### src/csr_unit_pkg.sv
`default_nettype none

package csr_unit_pkg;

   // ========================================================================
   // widths and typedefs
   // ========================================================================

   localparam int XLEN = 32;

   typedef logic [XLEN-1:0] word_t;
   typedef logic [11:0]     csr_addr_t;
   typedef logic [2:0]      funct3_t;
   typedef logic [3:0]      cause_t;
   typedef logic [4:0]      bit_cnt_t;
   typedef logic [3:0]      phase_t;
   typedef logic [1:0]      csr_src_t;

   // new bit source for the serial read-modify-write
   localparam csr_src_t CSR_SRC_CSR = 2'b00;
   localparam csr_src_t CSR_SRC_EXT = 2'b01;
   localparam csr_src_t CSR_SRC_SET = 2'b10;
   localparam csr_src_t CSR_SRC_CLR = 2'b11;

   // ========================================================================
   // machine mode CSR map
   // ========================================================================

   localparam csr_addr_t CSR_MSTATUS  = 12'h300;
   localparam csr_addr_t CSR_MIE      = 12'h304;
   localparam csr_addr_t CSR_MTVEC    = 12'h305;
   localparam csr_addr_t CSR_MSCRATCH = 12'h340;
   localparam csr_addr_t CSR_MEPC     = 12'h341;
   localparam csr_addr_t CSR_MCAUSE   = 12'h342;
   localparam csr_addr_t CSR_MTVAL    = 12'h343;

   localparam int     MSTATUS_MIE_BIT = 3;
   localparam int     MIE_MTIE_BIT    = 7;
   localparam cause_t MCAUSE_TIMER    = 4'd7;

   // one select per supported CSR
   typedef struct packed {
      logic mstatus;
      logic mie;
      logic mtvec;
      logic mscratch;
      logic mepc;
      logic mcause;
      logic mtval;
   } csr_sel_t;

   typedef struct packed {
      csr_addr_t addr;
      funct3_t   funct3;
      word_t     operand;
   } csr_req_t;

   typedef struct packed {
      word_t  pc;
      word_t  mtval;
      cause_t cause;
   } trap_req_t;

   typedef struct packed {
      bit_cnt_t cnt;
      phase_t   phase;
   } bit_pos_t;

endpackage

`default_nettype wire

### src/csr_bit_counter.sv
`timescale 1ns/1ns
`default_nettype none

module csr_bit_counter (
   input  wire                   i_clk,
   input  wire                   i_rst_n,
   input  wire                   i_en,
   output csr_unit_pkg::bit_pos_t o_pos
);

   csr_unit_pkg::bit_cnt_t cnt_q;
   csr_unit_pkg::phase_t   phase;

   // ========================================================================
   // bit position
   // ========================================================================

   // wraps from 31 back to 0, so every sweep starts at bit 0
   always_ff @(posedge i_clk or negedge i_rst_n) begin
      if (!i_rst_n) begin
         cnt_q <= '0;
      end else if (i_en) begin
         cnt_q <= cnt_q + csr_unit_pkg::bit_cnt_t'(1);
      end
   end

   // one-hot position inside the current nibble
   always_comb begin
      phase = '0;
      phase[cnt_q[1:0]] = 1'b1;
   end

   // Single bit CSR fields are found by nibble index plus phase,
   // which keeps the compares in the CSR file narrow.
   always_comb begin
      o_pos.cnt   = cnt_q;
      o_pos.phase = phase;
   end

endmodule

`default_nettype wire

### src/csr_addr_decode.sv
`timescale 1ns/1ns
`default_nettype none

module csr_addr_decode (
   input  wire                     i_run,
   input  csr_unit_pkg::csr_addr_t i_addr,
   input  csr_unit_pkg::funct3_t   i_funct3,
   output csr_unit_pkg::csr_sel_t  o_sel,
   output csr_unit_pkg::csr_src_t  o_src,
   output logic                    o_illegal
);

   csr_unit_pkg::csr_sel_t sel;
   logic                   hit;

   // ========================================================================
   // address match
   // ========================================================================

   always_comb begin
      sel = '0;
      case (i_addr)
         csr_unit_pkg::CSR_MSTATUS:  sel.mstatus  = 1'b1;
         csr_unit_pkg::CSR_MIE:      sel.mie      = 1'b1;
         csr_unit_pkg::CSR_MTVEC:    sel.mtvec    = 1'b1;
         csr_unit_pkg::CSR_MSCRATCH: sel.mscratch = 1'b1;
         csr_unit_pkg::CSR_MEPC:     sel.mepc     = 1'b1;
         csr_unit_pkg::CSR_MCAUSE:   sel.mcause   = 1'b1;
         csr_unit_pkg::CSR_MTVAL:    sel.mtval    = 1'b1;
         default:                    sel          = '0;
      endcase
   end

   assign hit = |sel;

   // selects only live while a CSR sweep runs
   assign o_sel     = i_run ? sel : '0;
   assign o_illegal = i_run & ~hit;

   // ========================================================================
   // source mode
   // ========================================================================

   // funct3 bit 2 selects the immediate form and is handled in the sequencer
   always_comb begin
      case (i_funct3[1:0])
         2'd1:    o_src = csr_unit_pkg::CSR_SRC_EXT;
         2'd2:    o_src = csr_unit_pkg::CSR_SRC_SET;
         2'd3:    o_src = csr_unit_pkg::CSR_SRC_CLR;
         default: o_src = csr_unit_pkg::CSR_SRC_CSR;
      endcase
   end

endmodule

`default_nettype wire

### src/csr_file.sv
`timescale 1ns/1ns
`default_nettype none

module csr_file (
   input  wire                    i_clk,
   input  wire                    i_rst_n,
   input  csr_unit_pkg::bit_pos_t i_pos,
   input  csr_unit_pkg::csr_sel_t i_sel,
   input  csr_unit_pkg::csr_src_t i_src,
   input  wire                    i_trap,
   input  wire                    i_pc,
   input  wire                    i_mtval,
   input  wire                    i_d,
   input  wire                    i_mtip,
   input  csr_unit_pkg::cause_t   i_mcause,
   output logic                   o_q,
   output logic                   o_timer_irq_en
);

   logic                 mstatus_mie;
   logic                 mie_mtie;
   logic                 mstatus_rd;
   csr_unit_pkg::word_t  mscratch;
   csr_unit_pkg::word_t  mtvec;
   csr_unit_pkg::word_t  mepc;
   csr_unit_pkg::word_t  mtval;
   logic                 mcause31;
   csr_unit_pkg::cause_t mcause_code;
   logic                 mcause_rd;
   logic                 csr_out;
   logic                 csr_in;
   logic                 timer_trap;
   logic [2:0]           nibble;
   logic                 at_mie;
   logic                 at_mie_pre;
   logic                 at_mtie;
   logic                 at_msb;

   assign nibble = i_pos.cnt[4:2];

   assign at_mie = (nibble == 3'(csr_unit_pkg::MSTATUS_MIE_BIT / 4)) &
                   i_pos.phase[csr_unit_pkg::MSTATUS_MIE_BIT % 4];
   // one bit early so the registered copy lines up with bit 3
   assign at_mie_pre = (nibble == 3'((csr_unit_pkg::MSTATUS_MIE_BIT - 1) / 4)) &
                       i_pos.phase[(csr_unit_pkg::MSTATUS_MIE_BIT - 1) % 4];
   assign at_mtie = (nibble == 3'(csr_unit_pkg::MIE_MTIE_BIT / 4)) &
                    i_pos.phase[csr_unit_pkg::MIE_MTIE_BIT % 4];
   assign at_msb = (nibble == 3'((csr_unit_pkg::XLEN - 1) / 4)) &
                   i_pos.phase[(csr_unit_pkg::XLEN - 1) % 4];

   // ========================================================================
   // serial read path
   // ========================================================================

   // mcause keeps a 4-bit code in nibble 0 and the interrupt flag at bit 31
   assign mcause_rd = (nibble == 3'd0) ? mcause_code[0] :
                      at_msb           ? mcause31 : 1'b0;

   // mie has no read path and always reads zero
   assign csr_out = (i_sel.mstatus  & mstatus_rd) |
                    (i_sel.mtvec    & mtvec[0]) |
                    (i_sel.mscratch & mscratch[0]) |
                    (i_sel.mepc     & mepc[0]) |
                    (i_sel.mcause   & mcause_rd) |
                    (i_sel.mtval    & mtval[0]);

   always_comb begin
      case (i_src)
         csr_unit_pkg::CSR_SRC_EXT: csr_in = i_d;
         csr_unit_pkg::CSR_SRC_SET: csr_in = csr_out | i_d;
         csr_unit_pkg::CSR_SRC_CLR: csr_in = csr_out & ~i_d;
         default:                   csr_in = csr_out;
      endcase
   end

   assign o_q            = csr_out;
   assign o_timer_irq_en = mstatus_mie & mie_mtie;
   assign timer_trap     = i_mtip & o_timer_irq_en;

   // ========================================================================
   // interrupt enables
   // ========================================================================

   always_ff @(posedge i_clk or negedge i_rst_n) begin
      if (!i_rst_n) begin
         mstatus_mie <= 1'b0;
         mie_mtie    <= 1'b0;
         mstatus_rd  <= 1'b0;
      end else begin
         if (i_sel.mstatus & at_mie) begin
            mstatus_mie <= csr_in;
         end
         if (i_sel.mie & at_mtie) begin
            mie_mtie <= csr_in;
         end
         mstatus_rd <= at_mie_pre & mstatus_mie;
      end
   end

   // ========================================================================
   // data CSRs
   // ========================================================================

   // each register rotates right with the new bit entering at the top
   always_ff @(posedge i_clk) begin
      if (i_sel.mscratch) begin
         mscratch <= {csr_in, mscratch[31:1]};
      end
      if (i_sel.mtvec) begin
         mtvec <= {csr_in, mtvec[31:1]};
      end
      if (i_sel.mepc | i_trap) begin
         mepc <= {i_trap ? i_pc : csr_in, mepc[31:1]};
      end
      if (i_sel.mtval | i_trap) begin
         mtval <= {i_trap ? i_mtval : csr_in, mtval[31:1]};
      end

      // trap cause is taken once at the start of the sweep
      if (i_trap && (i_pos.cnt == '0)) begin
         mcause31    <= timer_trap;
         mcause_code <= timer_trap ? csr_unit_pkg::MCAUSE_TIMER : i_mcause;
      end else if (i_sel.mcause) begin
         if (nibble == 3'd0) begin
            mcause_code <= {csr_in, mcause_code[3:1]};
         end
         if (at_msb) begin
            mcause31 <= csr_in;
         end
      end
   end

endmodule

`default_nettype wire

### src/csr_sequencer.sv
`timescale 1ns/1ns
`default_nettype none

module csr_sequencer (
   input  wire                     i_clk,
   input  wire                     i_rst_n,
   input  wire                     i_start,
   input  csr_unit_pkg::csr_req_t  i_req,
   input  wire                     i_trap,
   input  csr_unit_pkg::trap_req_t i_trap_data,
   input  csr_unit_pkg::bit_pos_t  i_pos,
   input  wire                     i_q,
   input  wire                     i_illegal,
   output logic                    o_cnt_en,
   output logic                    o_run_csr,
   output logic                    o_trap_run,
   output logic                    o_d,
   output logic                    o_pc,
   output logic                    o_mtval,
   output csr_unit_pkg::cause_t    o_cause,
   output csr_unit_pkg::csr_addr_t o_addr,
   output csr_unit_pkg::funct3_t   o_funct3,
   output logic                    o_busy,
   output logic                    o_done,
   output logic                    o_illegal,
   output csr_unit_pkg::word_t     o_rdata
);

   typedef enum logic [1:0] {
      IDLE,
      CSR_RUN,
      TRAP_RUN,
      DONE
   } state_t;

   state_t              state_q;
   state_t              state_d;
   logic                running;
   logic                ready;
   logic                take_trap;
   logic                take_start;
   logic                last_bit;
   logic                first_bit;
   csr_unit_pkg::word_t op_sr;
   csr_unit_pkg::word_t pc_sr;
   csr_unit_pkg::word_t mtval_sr;
   csr_unit_pkg::word_t operand;

   assign running    = (state_q == CSR_RUN) | (state_q == TRAP_RUN);
   // a new strobe is accepted in the done cycle as well
   assign ready      = (state_q == IDLE) | (state_q == DONE);
   assign take_trap  = ready & i_trap;
   assign take_start = ready & i_start & ~i_trap;
   assign first_bit  = i_pos.cnt == '0;
   assign last_bit   = i_pos.cnt == csr_unit_pkg::bit_cnt_t'(csr_unit_pkg::XLEN - 1);

   // immediate forms carry a 5-bit uimm, zero extended
   assign operand = i_req.funct3[2] ? csr_unit_pkg::word_t'(i_req.operand[4:0]) :
                                      i_req.operand;

   // ========================================================================
   // state machine
   // ========================================================================

   always_comb begin
      state_d = state_q;
      case (state_q)
         CSR_RUN, TRAP_RUN: begin
            if (last_bit) begin
               state_d = DONE;
            end
         end
         default: begin
            if (take_trap) begin
               state_d = TRAP_RUN;
            end else if (take_start) begin
               state_d = CSR_RUN;
            end else begin
               state_d = IDLE;
            end
         end
      endcase
   end

   always_ff @(posedge i_clk or negedge i_rst_n) begin
      if (!i_rst_n) begin
         state_q   <= IDLE;
         o_illegal <= 1'b0;
      end else begin
         state_q <= state_d;
         if (running & first_bit) begin
            o_illegal <= i_illegal;
         end
      end
   end

   // ========================================================================
   // serializers
   // ========================================================================

   always_ff @(posedge i_clk) begin
      if (take_trap) begin
         pc_sr    <= i_trap_data.pc;
         mtval_sr <= i_trap_data.mtval;
         o_cause  <= i_trap_data.cause;
      end else if (take_start) begin
         op_sr    <= operand;
         o_addr   <= i_req.addr;
         o_funct3 <= i_req.funct3;
      end else if (running) begin
         op_sr    <= {1'b0, op_sr[31:1]};
         pc_sr    <= {1'b0, pc_sr[31:1]};
         mtval_sr <= {1'b0, mtval_sr[31:1]};
      end

      // old value arrives lsb first
      if (running) begin
         o_rdata <= {i_q, o_rdata[31:1]};
      end
   end

   assign o_d        = op_sr[0];
   assign o_pc       = pc_sr[0];
   assign o_mtval    = mtval_sr[0];
   assign o_cnt_en   = running;
   assign o_run_csr  = state_q == CSR_RUN;
   assign o_trap_run = state_q == TRAP_RUN;
   assign o_busy     = running;
   assign o_done     = state_q == DONE;

endmodule

`default_nettype wire

### src/csr_unit.sv
`timescale 1ns/1ns
`default_nettype none

module csr_unit (
   input  wire                     i_clk,
   input  wire                     i_rst_n,
   input  wire                     i_start,
   input  csr_unit_pkg::csr_req_t  i_req,
   input  wire                     i_trap,
   input  csr_unit_pkg::trap_req_t i_trap_data,
   input  wire                     i_mtip,
   output logic                    o_busy,
   output logic                    o_done,
   output csr_unit_pkg::word_t     o_rdata,
   output logic                    o_illegal,
   output logic                    o_timer_irq_en
);

   logic                    cnt_en;
   logic                    run_csr;
   logic                    trap_run;
   logic                    ser_d;
   logic                    ser_pc;
   logic                    ser_mtval;
   logic                    ser_q;
   logic                    dec_illegal;
   csr_unit_pkg::cause_t    cause;
   csr_unit_pkg::csr_addr_t addr;
   csr_unit_pkg::funct3_t   funct3;
   csr_unit_pkg::bit_pos_t  pos;
   csr_unit_pkg::csr_sel_t  sel;
   csr_unit_pkg::csr_src_t  src;

   csr_sequencer seq_i (
      .i_clk       (i_clk),
      .i_rst_n     (i_rst_n),
      .i_start     (i_start),
      .i_req       (i_req),
      .i_trap      (i_trap),
      .i_trap_data (i_trap_data),
      .i_pos       (pos),
      .i_q         (ser_q),
      .i_illegal   (dec_illegal),
      .o_cnt_en    (cnt_en),
      .o_run_csr   (run_csr),
      .o_trap_run  (trap_run),
      .o_d         (ser_d),
      .o_pc        (ser_pc),
      .o_mtval     (ser_mtval),
      .o_cause     (cause),
      .o_addr      (addr),
      .o_funct3    (funct3),
      .o_busy      (o_busy),
      .o_done      (o_done),
      .o_illegal   (o_illegal),
      .o_rdata     (o_rdata)
   );

   csr_bit_counter cnt_i (
      .i_clk   (i_clk),
      .i_rst_n (i_rst_n),
      .i_en    (cnt_en),
      .o_pos   (pos)
   );

   csr_addr_decode dec_i (
      .i_run     (run_csr),
      .i_addr    (addr),
      .i_funct3  (funct3),
      .o_sel     (sel),
      .o_src     (src),
      .o_illegal (dec_illegal)
   );

   csr_file file_i (
      .i_clk          (i_clk),
      .i_rst_n        (i_rst_n),
      .i_pos          (pos),
      .i_sel          (sel),
      .i_src          (src),
      .i_trap         (trap_run),
      .i_pc           (ser_pc),
      .i_mtval        (ser_mtval),
      .i_d            (ser_d),
      .i_mtip         (i_mtip),
      .i_mcause       (cause),
      .o_q            (ser_q),
      .o_timer_irq_en (o_timer_irq_en)
   );

endmodule

`default_nettype wire

### config.mk
export PLATFORM = sky130hd
export DESIGN_NAME = csr_unit
export DESIGN_NICKNAME = d
export VERILOG_FILES = /design/src/csr_unit_pkg.sv /design/src/csr_bit_counter.sv /design/src/csr_addr_decode.sv /design/src/csr_file.sv /design/src/csr_sequencer.sv /design/src/csr_unit.sv
export SDC_FILE = /design/constraint.sdc
export NUM_CORES = 1
export LEC_CHECK = 0
export ABC_AREA = 1
export BUFFER_PORTS_ARGS = -buffer_cell sky130_fd_sc_hd__buf_2
export CAP_MARGIN = 0
export CELL_PAD_IN_SITES_DETAIL_PLACEMENT = 0
export CELL_PAD_IN_SITES_GLOBAL_PLACEMENT = 1
export CORE_MARGIN = 2
export CORE_UTILIZATION = 35
export DETAILED_ROUTE_END_ITERATION = 12
export GPL_TIMING_DRIVEN = 0
export PLACE_DENSITY = 0.65
export SETUP_SLACK_MARGIN = 0.02
export SKIP_CTS_REPAIR_TIMING = 1
export SLEW_MARGIN = 20
export SYNTH_ARGS = -nofsm -noshare
export SYNTH_HDL_FRONTEND = slang
export SYNTH_SLANG_ARGS = --single-unit
### constraint.sdc
create_clock -name i_clk -period 6.9 [get_ports i_clk]
set_input_delay 2.07 -clock i_clk [delete_from_list [all_inputs] [get_ports i_clk]]
set_output_delay 2.07 -clock i_clk [all_outputs]
set_load 0.02 [all_outputs]
# --- Word-level counts from Yosys, hierarchy flattened ---
# Index checks and enable logic that the tools add are counted.
classes:
  eq_ne: 21
  order_cmp: 2
  bitwise_logic: 35
  n_reduce_logical: 17
  n_mux: 36
  add_sub_neg: 1
op_table:
  columns: ["operator", "count"]
  rows:
  - ["2-to-1 mux 32 bit", 9]
  - ["equality test 12 x 10 -> 1 bit (second input constant)", 7]
  - ["bitwise AND 1 bit", 21]
  - ["2-to-1 mux 1 bit", 16]
  - ["2-to-1 mux 4 bit", 4]
  - ["equality test 2 bit (second input constant)", 6]
  - ["OR 1 bit", 10]
  - ["AND reduction 2 bit", 5]
  - ["nonzero test 2 bit", 5]
  - ["2-to-1 mux 7 bit", 1]
  - ["OR reduction 7 bit", 1]
  - ["equality test 2 x 1 -> 1 bit (second input constant)", 3]
  - ["2-to-1 mux 2 bit", 3]
  - ["one-hot mux 2 bit (3 select lines)", 1]
  - ["adder 5 x 1 -> 5 bit (second input constant)", 1]
  - ["equality test 5 bit (second input constant)", 1]
  - ["logical NOT 5 bit", 1]
  - ["inequality test 2 x 1 -> 1 bit (second input constant)", 2]
  - ["NOT 1 bit", 4]
  - ["equality test 3 x 1 -> 1 bit (second input constant)", 1]
  - ["equality test 3 bit (second input constant)", 1]
  - ["logical NOT 3 bit", 1]
  - ["less-than comparator 2 x 3 -> 1 bit (second input constant)", 1]
  - ["one-hot mux 1 bit (3 select lines)", 1]
  - ["5 further kinds", 6]
totals:
  in_bits: 120
  register_bits: 290
  output_inout_bits: 36

# --- Depth between registers and ports, before layout ---
# Gate-level depths: netlist of run 1.
logic_depth:
  ltp_word: 15
  mapped_depth: 11
  mapped_depth_nobuf: 11

# --- By module ---
# Synthesis of run 1 repeated with hierarchy kept, for this count alone.
unflattened:
  cells_unflattened: 782
  hier_area_um2: 10860.4
modules_own_cells:
  columns: ["module", "instances", "seq_area_each_um2", "area_per_inst_um2", "cells_per_inst"]
  rows:
  - ["csr_sequencer", 1, 4489.3, 5891.9, 489]
  - ["csr_file", 1, 4068.9, 4426.7, 207]
  - ["csr_bit_counter", 1, 125.1, 276.5, 31]
  - ["csr_addr_decode", 1, 0.0, 265.3, 55]

# --- Worst setup path after synthesis of run 1 ---
# OpenSTA, ideal clock, no wires.
synth_path:
  kind: "flip-flop to flip-flop"
  start: "register seq_i.state_q[1]"
  end: "register file_i.mtvec[0] (enable)"
  setup_ns: 0.505
  period_less_slack_ns: 4.668
  stages_incl_launch_ff: 6
  arrival_ns: 4.163
  slack_ns: 2.232
  t_required_ns: 6.395
  path_buffers: 1
  path_cell_list: "dfrtp_1 > inv_1 > ha_1 > clkbuf_1 > inv_1 > nor4_1"
synth_between:
  elab_chain_len: 2
synth_rtl:
  columns: ["element", "line_no", "source"]
  rows:
  - ["from (decl)", "csr_sequencer.sv:36", "state_t state_q;"]
  - ["from (signal assigned)", "csr_sequencer.sv:90", "state_q <= state_d;"]
  - ["equality test 2 x 1 -> 1 bit", "csr_sequencer.sv:126", "assign o_run_csr = state_q == CSR_RUN;"]
  - ["2-to-1 mux 7 bit", "csr_addr_decode.sv:37", "assign o_sel = i_run ? sel : '0;"]
  - ["to (signal assigned)", "csr_file.sv:110", "mtvec <= {csr_in, mtvec[31:1]};"]
  - ["to (decl)", "csr_file.sv:24", "csr_unit_pkg::word_t mtvec;"]
# Every way passes these cells.
# A chain may end at the register's enable or synchronous reset.

# --- Worst setup path in the final report of run 1 ---
layout_path:
  start: "register seq_i.state_q[0]"
  end: "output port o_busy"
layout_between:
  elab_chain_len: 2
  elab_cells_between_ends: 3
  classes_between: "eq/ne: 2; bitwise: 1"
layout_rtl:
  columns: ["element", "line_no", "source"]
  rows:
  - ["equality test 2 x 1 -> 1 bit or equality test 2 bit (tied branches)", "csr_sequencer.sv:49", "assign running = (state_q == CSR_RUN) | (state_q == TRAP_RUN);"]
  - ["OR 1 bit (*)", "csr_sequencer.sv:49", null]
  - ["to (decl)", "csr_unit.sv:12", "output logic o_busy,"]
# Every way passes the cells marked *; elsewhere a longest branch is shown, timed or not.

==> reports/qor.yml, run 1 <==
status: "finished clean"
clk_path_buf_depth: 3
synthTopCellsByCount: "edfxtp_1 (279), nand2_1 (278), inv_1 (61)"
drv_cap: 0
crit_path_end_kind: "output port"
insertion_delay_ps: 570
cts_tree: "done"
dr.pass1.iters: 6
drive_above_1_share_pct: 24.9
yosysTopAreaCell: "edfxtp_1"
cts_buffers: 31
via_per_inst: 4.39
finalCritPeriodShare_pct: 64.3
ff2ff_setup_slack_ps: 3670
slew_viol_final: 0
synthMuxAreaShare_pct: 0
tightest_slew_ps: 891
antenna_left: 0
wl_per_cell_um: 13.6
area.growth.synth_to_final_pct: 23.2
pin_count: 156
setup_violations: 0
synth_top_family_by_area: "simple AND/OR/NAND/NOR gates"
setup_tns_ps: 0
max-vdd-ir-drop_mv: 0.245
clock-sinks: 290
syn_avg_cell_area_um2: 14.1
synth_edf_count: 279
dp.final_hpwl_mm: 12.4
antenna_found_initial: 7
clk_pin_slew_worst_paths_ps: 60
io_buffers: 155
yosys_warnings: 0
synthArstFlopShare_pct: 3.79
setup_ws_ps: 2460
clock-root-buffer: "clkbuf_16"
place.gp.congestion: 0.789
fp.dieW_um: 179
drc_errors: 0
hold_viol: 0
grt_start_max_net_pins: 43
startpoint: "seq_i.state_q[0]$_DFFE_PN0P_"
worstSetupStartpointType: "flop"
place_inst: 1324
skew_ps: 26.3
num_rows: 64
ys_seq_elements: 290
hold_class: "flop to flop"
p_leak_uw: 0.00546
synth-main-ff-cell: "edfxtp_1"
fill_cells: 2813
synth_compound_area_share_pct: 2.65
grt_overflow_total: 0
reg2reg_depth: 8
yosysUniqueCellTypes: 27
die_area_um2: 32100
rr_endpoint: "seq_i.op_sr[20]$_DFFE_PP_"
period_needed_ps: 4440
crit_end: "o_busy"
routed_wl_mm: 18.9
synth_top_area_share_pct: 78.1
r2r_start: "seq_i.state_q[0]$_DFFE_PN0P_"
post-place-ws_ps: 2640
required_ps: 4830
synthAdderAreaFrac_pct: 0.816
grt_pass1_wl_mm: 29.9
yosys.area_share.simple_pct: 12.6
htreeDepth: 1
start_util_pct: 35.3
synth_area_leaders: "edfxtp_1 (78%), nand2_1 (9.7%), dfrtp_1 (2.6%), inv_1 (2.1%), o21ai_2 (1.6%)"
rsz0062_at_grt: "no"
syn_area_um2: 10700
fin_cells: 1383
fmax_mhz: 225
hold_depth: 0
die_h_um: 179
synth_nets: 890
finalNetCount: 1088
synth.yosys.seq_area_share_pct: 80.6
first_iter_violations: 341
critical_path_class: "flop to output port"
synth_cells: 763
grt_pass1_vias: 5862
vias: 6075
cp_max_fo: 42
slew_headroom_pct: 40.6
synthXorXnorAreaFrac_pct: 0.245
yosysMostFrequentCell: "edfxtp_1"
core_um2: 30400
timing.critical_path.arrival_ps: 2370
power_density_nw_per_um2: 479
gr-usage-all-layers_pct: 11.7
==> worst max-delay path, cell delays in order, from the launching register on <==
cell and delay, ps:
dfrtp_1 370, inv_1 70, ha_1 370, inv_2 660, buf_2 300
==> registers in the layout (all words and copies together) (netlist names) <==
name,cells
file_i.mepc,32
file_i.mscratch,32
file_i.mtval,32
file_i.mtvec,32
seq_i.mtval_sr,32
seq_i.o_rdata,32
seq_i.op_sr,32
seq_i.pc_sr,32
seq_i.o_addr,12
cnt_i.cnt_q,5
file_i.mcause_code,4
seq_i.o_cause,4
seq_i.o_funct3,2
seq_i.state_q,2
file_i.mcause31,1
file_i.mie_mtie,1
file_i.mstatus_mie,1
file_i.mstatus_rd,1
seq_i.o_illegal,1
==> cell usage in the layout (no fill, tap or decap), types with 8 or more instances in the layout <==
| cell type | netlist | layout |
|---|---|---|
| nand3_1 | 14 | 14 |
| buf_2 | 0 | 155 |
| o21ai_2 | 19 | 19 |
| o21ai_0 | 17 | 16 |
| clkbuf_16 | 0 | 31 |
| edfxtp_1 | 279 | 279 |
| dfrtp_1 | 11 | 11 |
| clkbuf_1 | 17 | 22 |
| nor2_1 | 27 | 27 |
| inv_1 | 61 | 59 |
| nand2_1 | 278 | 277 |
| nand4_1 | 8 | 8 |
==> cells by family (layout without fill, tap and decap cells) <==
logic type / count (synthesis) / count (layout)
AND/OR/NAND/NOR: 339 / 339
flip-flops: 290 / 290
buffers and inverters: 83 / 306
AO/OA/AOI/OAI: 41 / 41
adder cells (fa/ha/maj): 7 / 7
XOR/XNOR: 3 / 3
other: 0 / 1
==> power breakdown <==
| part | internal (uW) | switching, uW | total [uW] |
|---|---|---|---|
| clock | 1090 | 673 | 1760 |
| combinational | 390 | 1010 | 1400 |
| sequential | 2970 | 216 | 3180 |
==> worst min-delay path by stage <==
stage	from	to	slack, ps
detailed placement	file_i.mepc[29]$_DFFE_PP_	file_i.mepc[28]$_DFFE_PP_	400
floorplan	file_i.mepc[1]$_DFFE_PP_	file_i.mepc[0]$_DFFE_PP_	400
finish	file_i.mtval[23]$_DFFE_PP_	file_i.mtval[22]$_DFFE_PP_	400
global route	file_i.mtval[23]$_DFFE_PP_	file_i.mtval[22]$_DFFE_PP_	400
CTS	file_i.mtval[23]$_DFFE_PP_	file_i.mtval[22]$_DFFE_PP_	400
global placement	file_i.mscratch[10]$_DFFE_PN_	file_i.mscratch[9]$_DFFE_PN_	400
==> area by class of cell <==
type / instances / area, um^2 / share of cell area, %
Tap cell: 396 / 495 / 3.75
Clock inverter: 22 / 297 / 2.24
Clock buffer: 36 / 795 / 6.01
Inverter: 63 / 239 / 1.81
Antenna cell: 1 / 2.50 / 0.0189
Buffer: 20 / 97.6 / 0.738
Timing Repair Buffer: 165 / 878 / 6.64
Multi-Input combinational cell: 390 / 1770 / 13.4
Sequential cell: 290 / 8650 / 65.4
==> through the flow <==
stage / cell area (um^2) / util [%] / total power (uW) / hold WS (ps)
after floorplan: 10700 / - / 4130 / 400
after global placement: 12000 / 39.4 / 4610 / 404
after detailed placement: 12100 / 39.9 / 4650 / 405
after CTS: 13200 / 43.5 / 6450 / 398
after global routing: 13200 / 43.5 / 6740 / 403
final: 13200 / 43.5 / 6340 / 401
==> layer usage <==
metal / GRT usage [%] / vias to the layer above / share of wire, %
li1: - / 3011 / -
met1: 16.5 / 2853 / 48
met2: 17.3 / 165 / 41
met3: 4.22 / 36 / 8.0
met4: 2.92 / 10 / 2.1
met5: 0 / - / 0.31
(Power assumes the default switching activity.)
==> run 2: changes to the inputs <==
--- a/config.mk
+++ b/config.mk
@@ -5,7 +5,7 @@
 export SDC_FILE = /design/constraint.sdc
 export NUM_CORES = 1
 export LEC_CHECK = 0
-export ABC_AREA = 1
+export ABC_AREA = 0
 export BUFFER_PORTS_ARGS = -buffer_cell sky130_fd_sc_hd__buf_2
 export CAP_MARGIN = 0
 export CELL_PAD_IN_SITES_DETAIL_PLACEMENT = 0
@@ -14,7 +14,7 @@
 export CORE_UTILIZATION = 35
 export DETAILED_ROUTE_END_ITERATION = 12
 export GPL_TIMING_DRIVEN = 0
-export PLACE_DENSITY = 0.65
+export PLACE_DENSITY = 0.63
 export SETUP_SLACK_MARGIN = 0.02
 export SKIP_CTS_REPAIR_TIMING = 1
 export SLEW_MARGIN = 20
==> constraint.sdc (replaced) <==
create_clock -name i_clk -period 4.2 [get_ports i_clk]
set_input_delay 1.26 -clock i_clk [delete_from_list [all_inputs] [get_ports i_clk]]
set_output_delay 1.26 -clock i_clk [all_outputs]
set_load 0.02 [all_outputs]
==> reports/qor.yml, run 2 <==
cts_tree: "done"  # unchanged
setup_violations: 0  # unchanged
yosys_warnings: 0  # unchanged
post-place-ws_ps: 795  # was 2640 ps
place.gp.congestion: 0.736  # was 0.789
required_ps: 2940  # was 4830 ps
num_rows: 63  # was 64
clk_path_buf_depth: 3  # unchanged
hold_viol: 0  # unchanged
grt_start_max_net_pins: 65  # was 43
startpoint: "seq_i.state_q[0]$_DFFE_PN0P_"  # unchanged
status: "finished clean"  # unchanged
syn_avg_cell_area_um2: 18.9  # was 14.1 um^2
synth_cells: 561  # was 763
cp_max_fo: 36  # was 42
insertion_delay_ps: 530  # was 570 ps
gr-usage-all-layers_pct: 11.7  # about the same
area.growth.synth_to_final_pct: 22.3  # was 23.2%
clock-root-buffer: "clkbuf_16"  # unchanged
slew_viol_final: 0  # unchanged
clk_pin_slew_worst_paths_ps: 60  # about the same
yosys.area_share.simple_pct: 5.56  # was 12.6%
finalCritPeriodShare_pct: 81.9
grt_overflow_total: 0  # unchanged
die_area_um2: 31600  # was 32,100 um^2
synth.yosys.seq_area_share_pct: 81.8  # was 80.6%
drc_errors: 0  # unchanged
synthXorXnorAreaFrac_pct: 0.248  # was 0.245%
antenna_found_initial: 5  # was 7
yosysTopAreaCell: "edfxtp_1"  # unchanged
hold_class: "flop to flop"  # unchanged
synthMuxAreaShare_pct: 7.91  # was 0%
antenna_left: 0  # unchanged
core_um2: 29700  # was 30,400 um^2
synth_edf_count: 279  # unchanged
reg2reg_depth: 7  # was 8
ys_seq_elements: 290  # unchanged
routed_wl_mm: 18.4  # was 18.9 mm
dp.final_hpwl_mm: 12.4  # about the same
finalNetCount: 882  # was 1,088
synth_nets: 688  # was 890
synthAdderAreaFrac_pct: 0.828  # was 0.816%
critical_path_class: "flop to output port"  # unchanged
synthArstFlopShare_pct: 3.79  # unchanged
io_buffers: 155  # unchanged
yosysMostFrequentCell: "edfxtp_1"  # unchanged
cts_buffers: 31  # unchanged
synth_top_family_by_area: "multiplexers"  # was simple AND/OR/NAND/NOR gates
ff2ff_setup_slack_ps: 930  # was 3670 ps
setup_ws_ps: 762  # was 2460 ps
final_common_cell: "edfxtp_1"  # unchanged
fmax_mhz: 291
fill_cells: 2659  # was 2,813
slew_headroom_pct: 49.0  # was 40.6%
synth-main-ff-cell: "edfxtp_1"  # unchanged
timing.critical_path.arrival_ps: 2180  # was 2370 ps
pin_count: 156  # unchanged
wl_per_cell_um: 15.7  # was 13.6 um
synth_top_area_share_pct: 79.2  # was 78.1%
period_needed_ps: 3440
power_density_nw_per_um2: 767  # was 479 nW/um^2
synthTopCellsByCount: "edfxtp_1 (279), mux2_2 (69), nand2_1 (41)"  # was edfxtp_1 (279), nand2_1 (278), inv_1 (61)
fp.dieW_um: 178  # was 179 um
die_h_um: 178  # was 179 um
rsz0062_at_grt: "no"  # unchanged
vias: 5346  # was 6,075
post-route-util_pct: 43.5  # about the same
via_per_inst: 4.58  # was 4.39
yosysUniqueCellTypes: 38  # was 27
r2r_start: "seq_i.state_q[0]$_DFFE_PN0P_"  # unchanged
skew_ps: 9.23  # was 26.3 ps
clock-sinks: 290  # unchanged
drv_cap: 0  # unchanged
first_iter_violations: 344  # was 341
max-vdd-ir-drop_mv: 0.374  # was 0.245 mV
crit_end: "o_busy"  # unchanged
worstSetupStartpointType: "flop"  # unchanged
grt_pass1_wl_mm: 29.2  # was 29.9 mm
start_util_pct: 35.6  # was 35.3%
htreeDepth: 1  # unchanged
grt_pass1_vias: 5575  # was 5,862
syn_area_um2: 10600  # was 10,700 um^2
p_leak_uw: 0.00480  # was 0.00546 uW
tightest_slew_ps: 762  # was 891 ps
rr_endpoint: "seq_i.op_sr[25]$_DFFE_PP_"  # was seq_i.op_sr[20]$_DFFE_PP_
mostFrequentLayoutCells: "edfxtp_1 (279), buf_2 (155), mux2_2 (69), nand2_1 (40), o21ai_0 (35)"  # was edfxtp_1 (279), nand2_1 (277), buf_2 (155), inv_1 (59), clkbuf_16 (31)
synth_compound_area_share_pct: 2.53  # was 2.65%
drive_above_1_share_pct: 37.8  # was 24.9%
synth_area_leaders: "edfxtp_1 (79%), mux2_2 (7.3%), dfrtp_1 (2.6%), nand2b_1 (1.7%), o21ai_0 (1.7%)"  # was edfxtp_1 (78%), nand2_1 (9.7%), dfrtp_1 (2.6%), inv_1 (2.1%), o21ai_2 (1.6%)
crit_path_end_kind: "output port"  # unchanged
dr.pass1.iters: 4  # was 6
[run 2: area by class of cell]
cell class                      instances  area (um^2)  area share, %
Timing Repair Buffer                  161          877           6.78
Buffer                                 17         72.6          0.561
Sequential cell                       290         8650           66.9
Clock inverter                         15          106          0.822
Clock buffer                           39          826           6.38
Tap cell                              390          488           3.77
Inverter                               13         51.3          0.397
Multi-Input combinational cell        241         1860           14.4
Antenna cell                            2         5.00         0.0387
[run 2: cell families after synthesis]
group                    Yosys count
AO/OA/AOI/OAI                     46
AND/OR/NAND/NOR                  110
XOR/XNOR                           3
flip-flops                       290
multiplexers                      75
adder cells (fa/ha/maj)            7
buffers and inverters             30
[run 2: where the power goes]
| group | internal [uW] | switching (uW) | total, uW |
|---|---|---|---|
| combinational | 849 | 1370 | 2220 |
| sequential | 4860 | 373 | 5230 |
| clock | 1440 | 1030 | 2480 |
| total | 7150 | 2780 | 9930 |
[run 2: critical path, stage by stage (launching register included)]
cell and delay [ps]:
dfrtp_1 400, inv_1 60, ha_1 330, inv_2 530
buf_2 290
[run 2: per-layer routing]
metal / vias up / GRT usage [%] / wire length (um)
met5: - / 0 / 27
met4: 4 / 2.97 / 359
met3: 29 / 3.68 / 1380
met2: 143 / 18.7 / 8570
met1: 2646 / 15.5 / 8060
li1: 2524 / - / -
[run 2: through the flow]
step / instances / hold WS, ps / cell area (um^2) / power [uW] / setup TNS [ps]
finish: 1168 / 413 / 12900 / 9930 / 0
global route: 1167 / 422 / 12900 / 10500 / 0
CTS: 1166 / 417 / 12900 / 10100 / 0
detailed placement: 1112 / 405 / 12000 / 7560 / 0
global placement: 1106 / 403 / 11900 / 7370 / -24710
floorplan: 561 / 400 / 10600 / 6730 / 0
[run 2: worst min path at each step]
stage                                         to  slack, ps  cells after the start                          from
global route        file_i.mscratch[6]$_DFFE_PN_        420                      0  file_i.mscratch[7]$_DFFE_PN_
detailed placement  file_i.mscratch[6]$_DFFE_PN_        400                      0  file_i.mscratch[7]$_DFFE_PN_
CTS                    file_i.mepc[12]$_DFFE_PP_        420                      0     file_i.mepc[13]$_DFFE_PP_
finish                 file_i.mepc[12]$_DFFE_PP_        410                      0     file_i.mepc[13]$_DFFE_PP_
floorplan               file_i.mepc[0]$_DFFE_PP_        400                      0      file_i.mepc[1]$_DFFE_PP_
global placement      file_i.mtvec[12]$_DFFE_PN_        400                      0    file_i.mtvec[13]$_DFFE_PN_
